<file path="config.mk">
export PLATFORM = sky130hd
export DESIGN_NAME = audio_path_top
export DESIGN_NICKNAME = d
export VERILOG_FILES = /design/src/logic/audio_pkg.sv /design/src/logic/control_if.sv /design/src/logic/audio_path_top.sv /design/src/logic/control_keys.sv /design/src/logic/echo_effect.sv /design/src/logic/noise_gate.sv /design/src/logic/volume_shifter.sv
export SDC_FILE = /design/constraint.sdc
export NUM_CORES = 1
export LEC_CHECK = 0
export ABC_AREA = 1
export CAP_MARGIN = 20
export CORE_AREA = 2 2 189 144
export DETAILED_ROUTE_END_ITERATION = 12
export DIE_AREA = 0 0 191 146
export DONT_BUFFER_PORTS = 1
export GPL_ROUTABILITY_DRIVEN = 0
export HOLD_SLACK_MARGIN = 0.15
export PLACE_DENSITY = 0.52
export SLEW_MARGIN = 30
export SYNTH_ARGS = -nofsm -noshare
export SYNTH_HDL_FRONTEND = slang
export SYNTH_SLANG_ARGS = --single-unit
</file>
<file path="constraint.sdc">
create_clock -name clk -period 2.9 [get_ports clk]
set_clock_uncertainty 0.1 [all_clocks]
set_input_delay 0.58 -clock clk [delete_from_list [all_inputs] [get_ports clk]]
set_output_delay 0.58 -clock clk [all_outputs]
set_load 0.01 [all_outputs]
</file>
<file path="src/logic/audio_pkg.sv">
package audio_pkg;

    // default datapath sizing, overridden through the top level parameters
    localparam int SAMPLE_W   = 16;  // signed audio sample width
    localparam int ECHO_DEPTH = 8;   // echo delay in valid samples

    // volume control
    localparam int VOL_W   = 4;                  // volume counter width
    localparam int VOL_MAX = (1 << VOL_W) - 1;   // full scale, passes samples unshifted

    // noise gate: magnitudes strictly below this are squelched
    localparam int GATE_THRESHOLD = 256;

    // quadrature knob phases, listed in clockwise order
    typedef enum logic [1:0] {
        Q00 = 2'b00,
        Q01 = 2'b01,
        Q11 = 2'b11,
        Q10 = 2'b10
    } quad_t;

    // pushbutton bit positions on pbs
    typedef enum logic [1:0] {
        BTN_PTT    = 2'd0,  // push-to-talk, level
        BTN_MUTE   = 2'd1,  // mute toggle
        BTN_EFFECT = 2'd2,  // echo toggle
        BTN_GATE   = 2'd3   // noise gate toggle
    } btn_e;

endpackage

</file>
<file path="src/logic/control_if.sv">
`timescale 1ns/1ps

// user settings produced by the key block and read by the sample stages
interface control_if;

    logic [audio_pkg::VOL_W-1:0] volume;  // 0 is quietest, VOL_MAX passes unchanged
    logic                        mute;        // toggled mode
    logic                        ptt;         // level, overrides mute while held
    logic                        noise_gate;  // toggled mode
    logic                        effect;      // toggled mode, enables echo

    // key block owns every setting
    modport source (
        output volume,
        output mute,
        output ptt,
        output noise_gate,
        output effect
    );

    // stages only look
    modport sink (
        input volume,
        input mute,
        input ptt,
        input noise_gate,
        input effect
    );

endinterface

</file>
<file path="src/logic/audio_path_top.sv">
`timescale 1ns/1ps

module audio_path_top #(
    parameter int SAMPLE_W   = audio_pkg::SAMPLE_W,
    parameter int ECHO_DEPTH = audio_pkg::ECHO_DEPTH
) (
    input  logic                              clk,
    input  logic                              rst,
    input  logic [3:0]                        pbs,        // pushbuttons
    input  logic [1:0]                        vol,        // quadrature knob
    input  logic signed [SAMPLE_W-1:0]        in_sample,
    input  logic                              in_valid,
    output logic signed [SAMPLE_W-1:0]        out_sample,
    output logic                              out_valid,  // in_valid + 3 cycles
    output logic [audio_pkg::VOL_W-1:0]       volume,
    output logic                              mute,
    output logic                              ptt,
    output logic                              noise_gate,
    output logic                              effect
);

    control_if ctl ();

    logic signed [SAMPLE_W-1:0] gate_sample;  // gate -> echo
    logic                       gate_valid;
    logic signed [SAMPLE_W-1:0] echo_sample;  // echo -> volume
    logic                       echo_valid;

    control_keys control_keys_i (
        .clk (clk),
        .rst (rst),
        .pbs (pbs),
        .vol (vol),
        .ctl (ctl.source)
    );

    noise_gate #(.SAMPLE_W(SAMPLE_W)) noise_gate_i (
        .clk        (clk),
        .rst        (rst),
        .in_sample  (in_sample),
        .in_valid   (in_valid),
        .out_sample (gate_sample),
        .out_valid  (gate_valid),
        .ctl        (ctl.sink)
    );

    echo_effect #(.SAMPLE_W(SAMPLE_W), .ECHO_DEPTH(ECHO_DEPTH)) echo_effect_i (
        .clk        (clk),
        .rst        (rst),
        .in_sample  (gate_sample),
        .in_valid   (gate_valid),
        .out_sample (echo_sample),
        .out_valid  (echo_valid),
        .ctl        (ctl.sink)
    );

    volume_shifter #(.SAMPLE_W(SAMPLE_W)) volume_shifter_i (
        .clk        (clk),
        .rst        (rst),
        .in_sample  (echo_sample),
        .in_valid   (echo_valid),
        .out_sample (out_sample),
        .out_valid  (out_valid),
        .ctl        (ctl.sink)
    );

    // settings brought out for observation
    assign volume     = ctl.volume;
    assign mute       = ctl.mute;
    assign ptt        = ctl.ptt;
    assign noise_gate = ctl.noise_gate;
    assign effect     = ctl.effect;

endmodule

</file>
<file path="src/logic/control_keys.sv">
`timescale 1ns/1ps

module control_keys (
    input  logic       clk,
    input  logic       rst,
    input  logic [3:0] pbs,  // raw pushbuttons, indexed by audio_pkg::btn_e
    input  logic [1:0] vol,  // raw quadrature knob
    control_if.source  ctl
);

    logic [3:0] pbs_s1;    // first sync flop
    logic [3:0] pbs_s2;    // second sync flop, safe to use
    logic [3:0] pbs_last;  // s2 one cycle back, for edge detect
    logic [3:0] pbs_rise;  // one-cycle pulse per press

    logic [1:0]       vol_s1;      // first sync flop of the knob
    audio_pkg::quad_t phase_cur;   // synchronized knob phase
    audio_pkg::quad_t phase_last;  // phase seen the cycle before

    logic                        step_cw;   // one valid clockwise step
    logic                        step_acw;  // one valid anticlockwise step
    logic [audio_pkg::VOL_W-1:0] vol_next;

    // two-flop synchronizers, plus the history stage for edge/step compare
    always_ff @(posedge clk, posedge rst) begin
        if (rst) begin
            pbs_s1     <= '0;
            pbs_s2     <= '0;
            pbs_last   <= '0;
            vol_s1     <= '0;
            phase_cur  <= audio_pkg::Q00;
            phase_last <= audio_pkg::Q00;
        end else begin
            pbs_s1     <= pbs;
            pbs_s2     <= pbs_s1;
            pbs_last   <= pbs_s2;
            vol_s1     <= vol;
            phase_cur  <= audio_pkg::quad_t'(vol_s1);
            phase_last <= phase_cur;
        end
    end

    assign pbs_rise = pbs_s2 & ~pbs_last;  // held button gives a single pulse

    // mode register, the third stage after the pins
    always_ff @(posedge clk, posedge rst) begin
        if (rst) begin
            ctl.mute       <= 1'b0;
            ctl.effect     <= 1'b0;
            ctl.noise_gate <= 1'b0;
            ctl.ptt        <= 1'b0;
        end else begin
            if (pbs_rise[audio_pkg::BTN_MUTE])
                ctl.mute <= ~ctl.mute;
            if (pbs_rise[audio_pkg::BTN_EFFECT])
                ctl.effect <= ~ctl.effect;
            if (pbs_rise[audio_pkg::BTN_GATE])
                ctl.noise_gate <= ~ctl.noise_gate;
            ctl.ptt <= pbs_s2[audio_pkg::BTN_PTT];  // follows level, no toggle
        end
    end

    // gray-code step decode, any two-bit jump falls to default
    always_comb begin
        step_cw  = 1'b0;
        step_acw = 1'b0;
        case ({phase_last, phase_cur})
            {audio_pkg::Q00, audio_pkg::Q01},
            {audio_pkg::Q01, audio_pkg::Q11},
            {audio_pkg::Q11, audio_pkg::Q10},
            {audio_pkg::Q10, audio_pkg::Q00}: step_cw = 1'b1;
            {audio_pkg::Q00, audio_pkg::Q10},
            {audio_pkg::Q10, audio_pkg::Q11},
            {audio_pkg::Q11, audio_pkg::Q01},
            {audio_pkg::Q01, audio_pkg::Q00}: step_acw = 1'b1;
            default: ;  // no movement or illegal jump
        endcase
    end

    // saturating up/down count
    always_comb begin
        vol_next = ctl.volume;
        if (step_cw && (ctl.volume != audio_pkg::VOL_W'(audio_pkg::VOL_MAX)))
            vol_next = ctl.volume + 1'b1;
        else if (step_acw && (ctl.volume != '0))
            vol_next = ctl.volume - 1'b1;
    end

    always_ff @(posedge clk, posedge rst) begin
        if (rst)
            ctl.volume <= '0;
        else
            ctl.volume <= vol_next;
    end

    // one detent moves one step, a wrap between 0 and 15 would show as a big jump
    a_vol_step: assert property (@(posedge clk) disable iff (rst)
        (int'(ctl.volume) - int'($past(ctl.volume))) inside {-1, 0, 1});

    // both knob bits changing at once is no step in either direction
    a_vol_jump: assert property (@(posedge clk) disable iff (rst)
        ((phase_last ^ phase_cur) == 2'b11) |=> $stable(ctl.volume));

endmodule

</file>
<file path="src/logic/echo_effect.sv">
`timescale 1ns/1ps

module echo_effect #(
    parameter int SAMPLE_W   = audio_pkg::SAMPLE_W,
    parameter int ECHO_DEPTH = audio_pkg::ECHO_DEPTH
) (
    input  logic                       clk,
    input  logic                       rst,
    input  logic signed [SAMPLE_W-1:0] in_sample,
    input  logic                       in_valid,
    output logic signed [SAMPLE_W-1:0] out_sample,
    output logic                       out_valid,
    control_if.sink                    ctl
);

    localparam int PTR_W  = (ECHO_DEPTH > 1) ? $clog2(ECHO_DEPTH) : 1;
    localparam int FILL_W = $clog2(ECHO_DEPTH + 1);  // counts up to ECHO_DEPTH inclusive

    localparam logic signed [SAMPLE_W-1:0] S_MAX = {1'b0, {(SAMPLE_W-1){1'b1}}};
    localparam logic signed [SAMPLE_W-1:0] S_MIN = {1'b1, {(SAMPLE_W-1){1'b0}}};

    logic signed [SAMPLE_W-1:0] delay_mem [ECHO_DEPTH];  // ring of past inputs

    logic [PTR_W-1:0]  wr_ptr;  // oldest entry, overwritten next
    logic [FILL_W-1:0] fill;    // valid samples seen, stops at ECHO_DEPTH
    logic              full;

    logic signed [SAMPLE_W-1:0] delayed;  // sample from ECHO_DEPTH valids ago, or 0
    logic signed [SAMPLE_W-1:0] half;
    logic signed [SAMPLE_W:0]   sum;      // one guard bit for overflow
    logic signed [SAMPLE_W-1:0] mixed;

    assign full    = (fill == FILL_W'(ECHO_DEPTH));
    assign delayed = full ? delay_mem[wr_ptr] : '0;  // read before this cycle's write
    assign half    = delayed >>> 1;
    assign sum     = {in_sample[SAMPLE_W-1], in_sample} + {half[SAMPLE_W-1], half};

    // clamp when the guard bit disagrees with the sign
    always_comb begin
        if (sum[SAMPLE_W] != sum[SAMPLE_W-1])
            mixed = sum[SAMPLE_W] ? S_MIN : S_MAX;
        else
            mixed = sum[SAMPLE_W-1:0];
    end

    // ring write and output payload
    always_ff @(posedge clk) begin
        if (in_valid) begin
            delay_mem[wr_ptr] <= in_sample;  // history kept even with effect off
            out_sample        <= ctl.effect ? mixed : in_sample;
        end
    end

    // pointer and fill tracking
    always_ff @(posedge clk, posedge rst) begin
        if (rst) begin
            wr_ptr <= '0;
            fill   <= '0;
        end else if (in_valid) begin
            if (wr_ptr == PTR_W'(ECHO_DEPTH - 1))
                wr_ptr <= '0;
            else
                wr_ptr <= wr_ptr + 1'b1;
            if (!full)
                fill <= fill + 1'b1;
        end
    end

    always_ff @(posedge clk, posedge rst) begin
        if (rst)
            out_valid <= 1'b0;
        else
            out_valid <= in_valid;
    end

    // wrap logic keeps the index inside the ring, matters for non power of two depths
    a_ptr_range: assert property (@(posedge clk) disable iff (rst)
        int'(wr_ptr) < ECHO_DEPTH);

endmodule

</file>
<file path="src/logic/noise_gate.sv">
`timescale 1ns/1ps

module noise_gate #(
    parameter int SAMPLE_W = audio_pkg::SAMPLE_W
) (
    input  logic                       clk,
    input  logic                       rst,
    input  logic signed [SAMPLE_W-1:0] in_sample,
    input  logic                       in_valid,
    output logic signed [SAMPLE_W-1:0] out_sample,
    output logic                       out_valid,
    control_if.sink                    ctl
);

    logic quiet;  // |in_sample| below threshold

    // signed compare both ways, most negative value counts as loud
    assign quiet = (in_sample < audio_pkg::GATE_THRESHOLD) &&
                   (in_sample > -audio_pkg::GATE_THRESHOLD);

    // payload only moves on valid
    always_ff @(posedge clk) begin
        if (in_valid) begin
            if (ctl.noise_gate && quiet)
                out_sample <= '0;       // squelched
            else
                out_sample <= in_sample;
        end
    end

    always_ff @(posedge clk, posedge rst) begin
        if (rst)
            out_valid <= 1'b0;
        else
            out_valid <= in_valid;  // one stage of latency
    end

    // with the gate on, a nonzero output is always at or above the threshold
    a_gate_floor: assert property (@(posedge clk) disable iff (rst)
        (in_valid && ctl.noise_gate) |=>
            ((out_sample == '0) ||
             (out_sample >= audio_pkg::GATE_THRESHOLD) ||
             (out_sample <= -audio_pkg::GATE_THRESHOLD)));

endmodule

</file>
<file path="src/logic/volume_shifter.sv">
`timescale 1ns/1ps

module volume_shifter #(
    parameter int SAMPLE_W = audio_pkg::SAMPLE_W
) (
    input  logic                       clk,
    input  logic                       rst,
    input  logic signed [SAMPLE_W-1:0] in_sample,
    input  logic                       in_valid,
    output logic signed [SAMPLE_W-1:0] out_sample,
    output logic                       out_valid,
    control_if.sink                    ctl
);

    logic [audio_pkg::VOL_W-1:0] shamt;    // attenuation in powers of two
    logic                        silence;  // mute not overridden by ptt
    logic signed [SAMPLE_W-1:0]  scaled;

    assign shamt   = audio_pkg::VOL_W'(audio_pkg::VOL_MAX) - ctl.volume;  // full volume -> 0
    assign silence = ctl.mute && !ctl.ptt;
    assign scaled  = in_sample >>> shamt;  // sign preserved

    always_ff @(posedge clk) begin
        if (in_valid)
            out_sample <= silence ? '0 : scaled;
    end

    always_ff @(posedge clk, posedge rst) begin
        if (rst)
            out_valid <= 1'b0;
        else
            out_valid <= in_valid;
    end

    // attenuation keeps the sign, negative samples never shift up to zero
    a_sign_kept: assert property (@(posedge clk) disable iff (rst)
        (in_valid && !silence) |=>
            (out_sample[SAMPLE_W-1] == $past(in_sample[SAMPLE_W-1])));

endmodule

</file>
-- Word level (Yosys, flattened, before mapping)
Memories as Yosys holds them, arrays and structs flattened.
Index checks and enable logic that the tools add are counted.
- latch bits: 0
- bits of input ports: 25
- memories: 1
- memory bits (read-only): 0
- logic and storage cells: 69
- output and inout port bits: 25
- register bits: 84
- bits in writable memories: 128
- memories (name ; words ; width ; rd ports ; clocked after memory_dff ; wr ports ; RTL line ; RTL):
    echo_effect_i.delay_mem ; 8 ; 16 ; 1 ; 0 ; 1 ; echo_effect.sv:22 ; logic signed [SAMPLE_W-1:0] delay_mem [ECHO_DEPTH];
- shift operators: 1
- eq/ne operators: 12
- muxes and demuxes: 11
- bitwise gates (word level): 6
- $add $sub $neg: 6
- reductions and logical operators: 11
- multiply operators: 0
- divide/modulo/power cells: 0
- $lt $le $gt $ge: 2
- operators with widths (kind ; count):
    $mux W16 ; 4
    $eq A4 B4 Y1 const B ; 5
    $add A16 B15 Y17 ; 1
    $gt A16 B9 Y1 const B ; 1
    $lt A16 B10 Y1 const B ; 1
    $sshr A16 B4 Y16 ; 1
    $add A4 B1 Y4 const B ; 2
    $eq A4 B3 Y1 const B ; 2
    $mux W4 ; 2
    $reduce_or A4 Y1 ; 2
    $logic_and A1 B1 Y1 ; 5
    $and A4 B4 Y4 ; 1
    $eq A4 B1 Y1 const B ; 1
    $eq A4 B2 Y1 const B ; 1
    $mux W1 ; 4
    $ne A4 B4 Y1 const B ; 1
    $not A1 Y1 ; 4
    $not A4 Y4 ; 1
    $reduce_bool A4 Y1 ; 1
    $sub A4 B1 Y4 const B ; 1
    $sub A4 B4 Y4 const A ; 1
    $add A3 B1 Y3 const B ; 1
    $eq A3 B3 Y1 const B ; 1
    $mux W3 ; 1
    other kinds (4) ; 4

-- Depth between registers and ports, before layout
- depth in word-level cells: 6
- gate-level depth with buffers: 23
- depth with buffers taken out: 21

-- Hierarchy
Synthesis repeated with hierarchy kept, for this count alone.
- cell total of the unflattened synthesis: 943
- area total of the unflattened synthesis: 9750.6 µm²
- modules (own cells, without submodules) (module ; cells each ; seq. area each (µm²) ; area each (µm²) ; times used):
    echo_effect ; 597 ; 4284.1 ; 6611.3 ; 1
    volume_shifter ; 186 ; 505.5 ; 1395.1 ; 1
    control_keys ; 86 ; 625.6 ; 932.1 ; 1
    noise_gate ; 74 ; 505.5 ; 812.0 ; 1

-- Worst setup path after synthesis
OpenSTA, ideal clock, no wires.
- path type: register to register
- start point: register echo_effect_i.wr_ptr[1]
- end point: register echo_effect_i.out_sample[13] (data pin)
- cell stages (with the launch flop): 23
- arrival: 2.802 ns
- data required time: 2.544 ns
- period minus slack after synthesis: 3.158 ns
- path buffers: 2
- path slack: -0.258 ns
- setup time: 0.256 ns
- cells stage by stage: dfrtp_1 > nor2_1 > inv_1 > nor2_1 > buf_2 > nand2_1 > a31oi_1 > ha_1 > inv_1 > fa_1 > inv_1 > nand2_1 > nand2_1 > nand3_1 > nand2_2 > nand2_2 > nand2_1 > nand2_1 > nand2_2 > nand2_4 > nand2_4 > buf_8 > a21oi_2
- word-level cells in the longest chain between the ends: 6
- elaborated cells on any way between the ends: 7
- those cells by class: add/sub (1); eq/ne (1); mux (4); memory (1)
- ends and longest elaborated chain (what ; RTL line ; RTL):
    start: declaration ; echo_effect.sv:24 ; logic [PTR_W-1:0] wr_ptr;
    start signal: assignment ; echo_effect.sv:63 ; wr_ptr <= wr_ptr + 1'b1;
    $mem_v2 Z8 W16 * ; -- ;
    $mux W16 * ; echo_effect.sv:34 ; assign delayed = full ? delay_mem[wr_ptr] : '0;
    $add A16 B15 Y17 * ; echo_effect.sv:36 ; assign sum = {in_sample[SAMPLE_W-1], in_sample} + {half[SAMPLE_W-1], half};
    $mux W16 or $ne A1 B1 Y1 (tied branches) ; echo_effect.sv:41, echo_effect.sv:40 ;
    $mux W16 * ; echo_effect.sv:40 ; if (sum[SAMPLE_W] != sum[SAMPLE_W-1])
    $mux W16 * ; echo_effect.sv:50 ; out_sample <= ctl.effect ? mixed : in_sample;
    end signal: assignment ; echo_effect.sv:50 ;
    end: declaration ; echo_effect.sv:11 ; output logic signed [SAMPLE_W-1:0] out_sample,
Every way passes the cells marked *; elsewhere a longest branch is shown, timed or not.
A chain may end at the register's enable or synchronous reset.

-- Worst setup path after layout
- start point: register echo_effect_i.wr_ptr[1]
- end point: register echo_effect_i.out_sample[8] (data pin)
The elaborated chain is that of the path after synthesis.

==> impl_metrics.json <==
{
  "status": "complete, but fails checks",
  "violations": "negative setup slack",
  "grt_use_met3_pct": 3.47,
  "power.switching_uw": 3870,
  "synthesis.area_sq_um": 9260,
  "synth_cell_types": 41,
  "cts_tree": "yes",
  "cp.arrival_ns": 3.34,
  "pwr-share-clk_pct": 23.4,
  "tightest_slew_ns": 1.06,
  "grt-busiest-layer": "met1",
  "cts_buffer_depth": 3,
  "numPortBuffers": 0,
  "layout_setup_ws_ns": -0.299,
  "combPwrFrac_pct": 37.6,
  "worst-path-stages": 22,
  "antenna_left": 0,
  "crit_chain": "nor2_4 > inv_2 > buf_6 > nor2_4 > buf_12 > a21oi_2 > a31oi_1 > ha_2 > inv_2 > fa_2 > inv_2 > nand2_2 > nand2_2 > nand3_2 > nand2_2 > nand2_2 > nand2_2 > nand2_2 > nand2_4 > nand2_8 > nand2_8 > a21oi_2",
  "final_design_area_no_fill_sq_um": 11500,
  "antenna_cells": 0,
  "area_growth_pct": 24.3,
  "drt_iter0_drc": 433,
  "cpMostUsedCell": "nand2_2",
  "r2r-end": "echo_effect_i.out_sample[8]$_DFFE_PP_",
  "yosysMostFrequentCell": "edfxtp_1",
  "grt_max_degree": 36,
  "start_util_pct": 35.8,
  "cp.required_ns": 3.05,
  "crit_path_end_kind": "flip-flop",
  "synth_top_cells_by_count": "168 x edfxtp_1, 152 x nand2_1, 130 x nor2_1, 79 x o21ai_0, 67 x inv_1",
  "power_uw": 10800,
  "async_flop_share_pct": 17.2,
  "slew_headroom_pct": 29.6,
  "ys_seq_area_share_pct": 64.0,
  "die_w_um": 191,
  "wl_per_cell_um": 17.5,
  "use_met2_pct": 25.1,
  "dpl-instance-area_sq_um": 10500,
  "critical_path.endpoint": "echo_effect_i.out_sample[8]$_DFFE_PP_",
  "internal-power_uw": 6910,
  "grt_pass1_vias": 6315,
  "finalHoldWorstSlack_ns": 0.187,
  "grt_use_met1_pct": 26.0,
  "cpMaxStageDelayCell": "dfrtp_2",
  "cts_buffers": 21,
  "die_h_um": 146,
  "syn_inst": 866,
  "yosys_warnings": 0,
  "synth_top_area_share_pct": 54.5,
  "reg2reg_slack_ns": -0.30,
  "p_per_area_nw_per_um2": 937,
  "fillers": 2441,
  "crit_type": "flip-flop to flip-flop",
  "hold_depth": 2,
  "crit_start": "echo_effect_i.wr_ptr[1]$_DFFE_PP0P_",
  "overflow": 0,
  "p_sw_share_pct": 35.9,
  "antenna_found_initial": 0,
  "slowest_delay_ns": 0.45,
  "die_area_sq_um": 27900,
  "htreeDepth": 1,
  "final_util_pct": 44.5,
  "detail_route.vias_per_cell": 4.89,
  "start_kind": "flip-flop",
  "synth_area_per_cell_sq_um": 10.7,
  "worstSkewPairLatency_ns": 0.51,
  "power.leakage_uw": 0.00460,
  "synth_ff_type": "edfxtp_1",
  "path_clk_slew_ns": 0.06,
  "path_delay_family": "simple AND/OR/NAND/NOR gates",
  "synth_seq_cells": 203,
  "hold_viol": 0,
  "groute.usage.overall_pct": 17.1,
  "clock-sinks": 203,
  "tns_ns": -4.57,
  "min_period_ns": 3.20,
  "cap_violations": 0,
  "r2r_start": "echo_effect_i.wr_ptr[1]$_DFFE_PP0P_",
  "r2r_cells": 22,
  "synthesis.nets": 915,
  "drc_errors": 0,
  "fin_crit_sh_pct": 110,
  "num_rows": 51,
  "critPathMaxFanout": 8,
  "grt_setup_unrepaired": "yes",
  "nets": 1039,
  "io_pins": 50,
  "coreArea_sq_um": 25800,
  "clock.fmax_ghz": 0.313,
  "yosys.area.top_type": "edfxtp_1",
  "setup_viol": 16,
  "slew_violations": 0,
  "drtPass1Iterations": 5,
  "drive_gt1_share_pct": 22.9,
  "dr_total_vias": 6583,
  "worstHoldPathType": "primary input to flip-flop",
  "synth_edf_count": 168,
  "cts_root_buf": "clkbuf_16",
  "max-vdd-ir-drop_uv": 435,
  "routed_wl_um": 23600,
  "netlist_top_cells_area": "edfxtp_1 55%, dfrtp_1 9.5%, nand2_1 6.2%",
  "dp_hpwl_um": 16900,
  "grt_pass1_wl_um": 36500,
  "critPathBufInv": 5,
  "pwr-share-seq_pct": 39.0,
  "worstHoldStart": "in_sample[12]"
}
metal layers:
metal  wire (um)  up-vias
met1       11900     3136
li1            -     3245
met2        9980      181
met4         319        0
met3        1410       21
met5           0        -
placed cells by master (no fill, tap or decap), drive strengths merged, types with 2 or more instances in the layout:
cell type,netlist,routed
o21ai,79,79
inv,69,71
a221oi,5,5
edfxtp,168,168
ha,22,22
clkinv,2,8
a31oi,14,14
dfrtp,35,35
nand4,9,9
nor2,130,130
dlygate4sd3,0,8
o21bai,4,4
nor3,9,9
clkbuf,14,26
xnor2,6,6
nand2,162,163
or2,4,4
nand3b,2,2
buf,17,123
fa,2,2
a21oi,63,63
o22ai,9,9
nand3,19,19
xor2,16,16
through the flow:
| step | instances | setup slack (ns) |
|---|---|---|
| finish | 1347 | -0.299 |
| global route | 1347 | -0.469 |
| CTS | 1345 | -0.285 |
| detailed placement | 1294 | -0.501 |
| global placement | 1294 | -0.517 |
| floorplan | 866 | -0.0815 |
cell type report:
type                            count  area, sq um  area share [%]
Sequential cell                   203         5920            51.5
Clock inverter                     10         76.3           0.664
Tap cell                          344          430            3.74
Inverter                           71          269            2.34
Clock buffer                       26          554            4.82
Multi-Input combinational cell    562         3190            27.7
Timing Repair Buffer              131         1060            9.25
logic make-up (layout without fill, tap and decap cells):
logic type | after synthesis | in the layout | synth area share, %
AOI/OAI and AO/OA | 177 | 177 | 10.9
buffers and inverters | 102 | 238 | 4.54
adders and majority gates | 24 | 24 | 3.41
and+or+nand+nor | 338 | 339 | 15.1
xor gates and xnor gates | 22 | 22 | 2.08
DFF | 203 | 203 | 64.0
power groups by stage:
stage / Combinational (uW) / Sequential (uW) / Clock [uW]
2_1_floorplan: 2360 / 4160 / 0
3_3_place_gp: 3690 / 4240 / 0
3_5_place_dp: 3700 / 4240 / 0
4_1_cts: 3920 / 4200 / 2590
5_1_grt: 4520 / 4270 / 2700
6_report: 4050 / 4210 / 2520
how the worst min path moves through the flow:
| stage | endpoint | slack, ns |
|---|---|---|
| floorplan | control_keys_i.pbs_last[0]$_DFF_PP0_ | 0.23 |
| global placement | control_keys_i.pbs_s2[0]$_DFF_PP0_ | 0.23 |
| detailed placement | control_keys_i.phase_cur[1]$_DFF_PP0_ | 0.24 |
| CTS | noise_gate_i.out_sample[12]$_SDFFCE_PP0P_ | 0.17 |
| global route | noise_gate_i.out_sample[6]$_SDFFCE_PP0P_ | 0.19 |
| finish | noise_gate_i.out_sample[12]$_SDFFCE_PP0P_ | 0.19 |
sequential cells by signal, indices dropped and copies added, names as in the netlist:
register                       count
control_keys_i.pbs_last            4
control_keys_i.ctl.volume          4
noise_gate_i.out_sample           16
volume_shifter_i.out_sample       16
control_keys_i.ctl.mute            1
control_keys_i.pbs_s1              4
control_keys_i.ctl.noise_gate      1
echo_effect_i.wr_ptr               3
control_keys_i.ctl.effect          1
echo_effect_i.fill                 4
echo_effect_i.out_sample          16
control_keys_i.phase_cur           2
control_keys_i.pbs_s2              4
volume_shifter_i.out_valid         1
echo_effect_i.out_valid            1
echo_effect_i.delay_mem          120
control_keys_i.vol_s1              2
noise_gate_i.out_valid             1
control_keys_i.phase_last          2
timing repair:
item | CTS | global route
hold endpoints to repair | 58 | 0
hold buffers | 8 | 0
buffers inserted | 6 | 2
gates cloned | 1 | 0
resized for setup | 28 | 33
pin swaps | 11 | 24
setup endpoints to repair | 16 | 16
(Power assumes the default switching activity.)
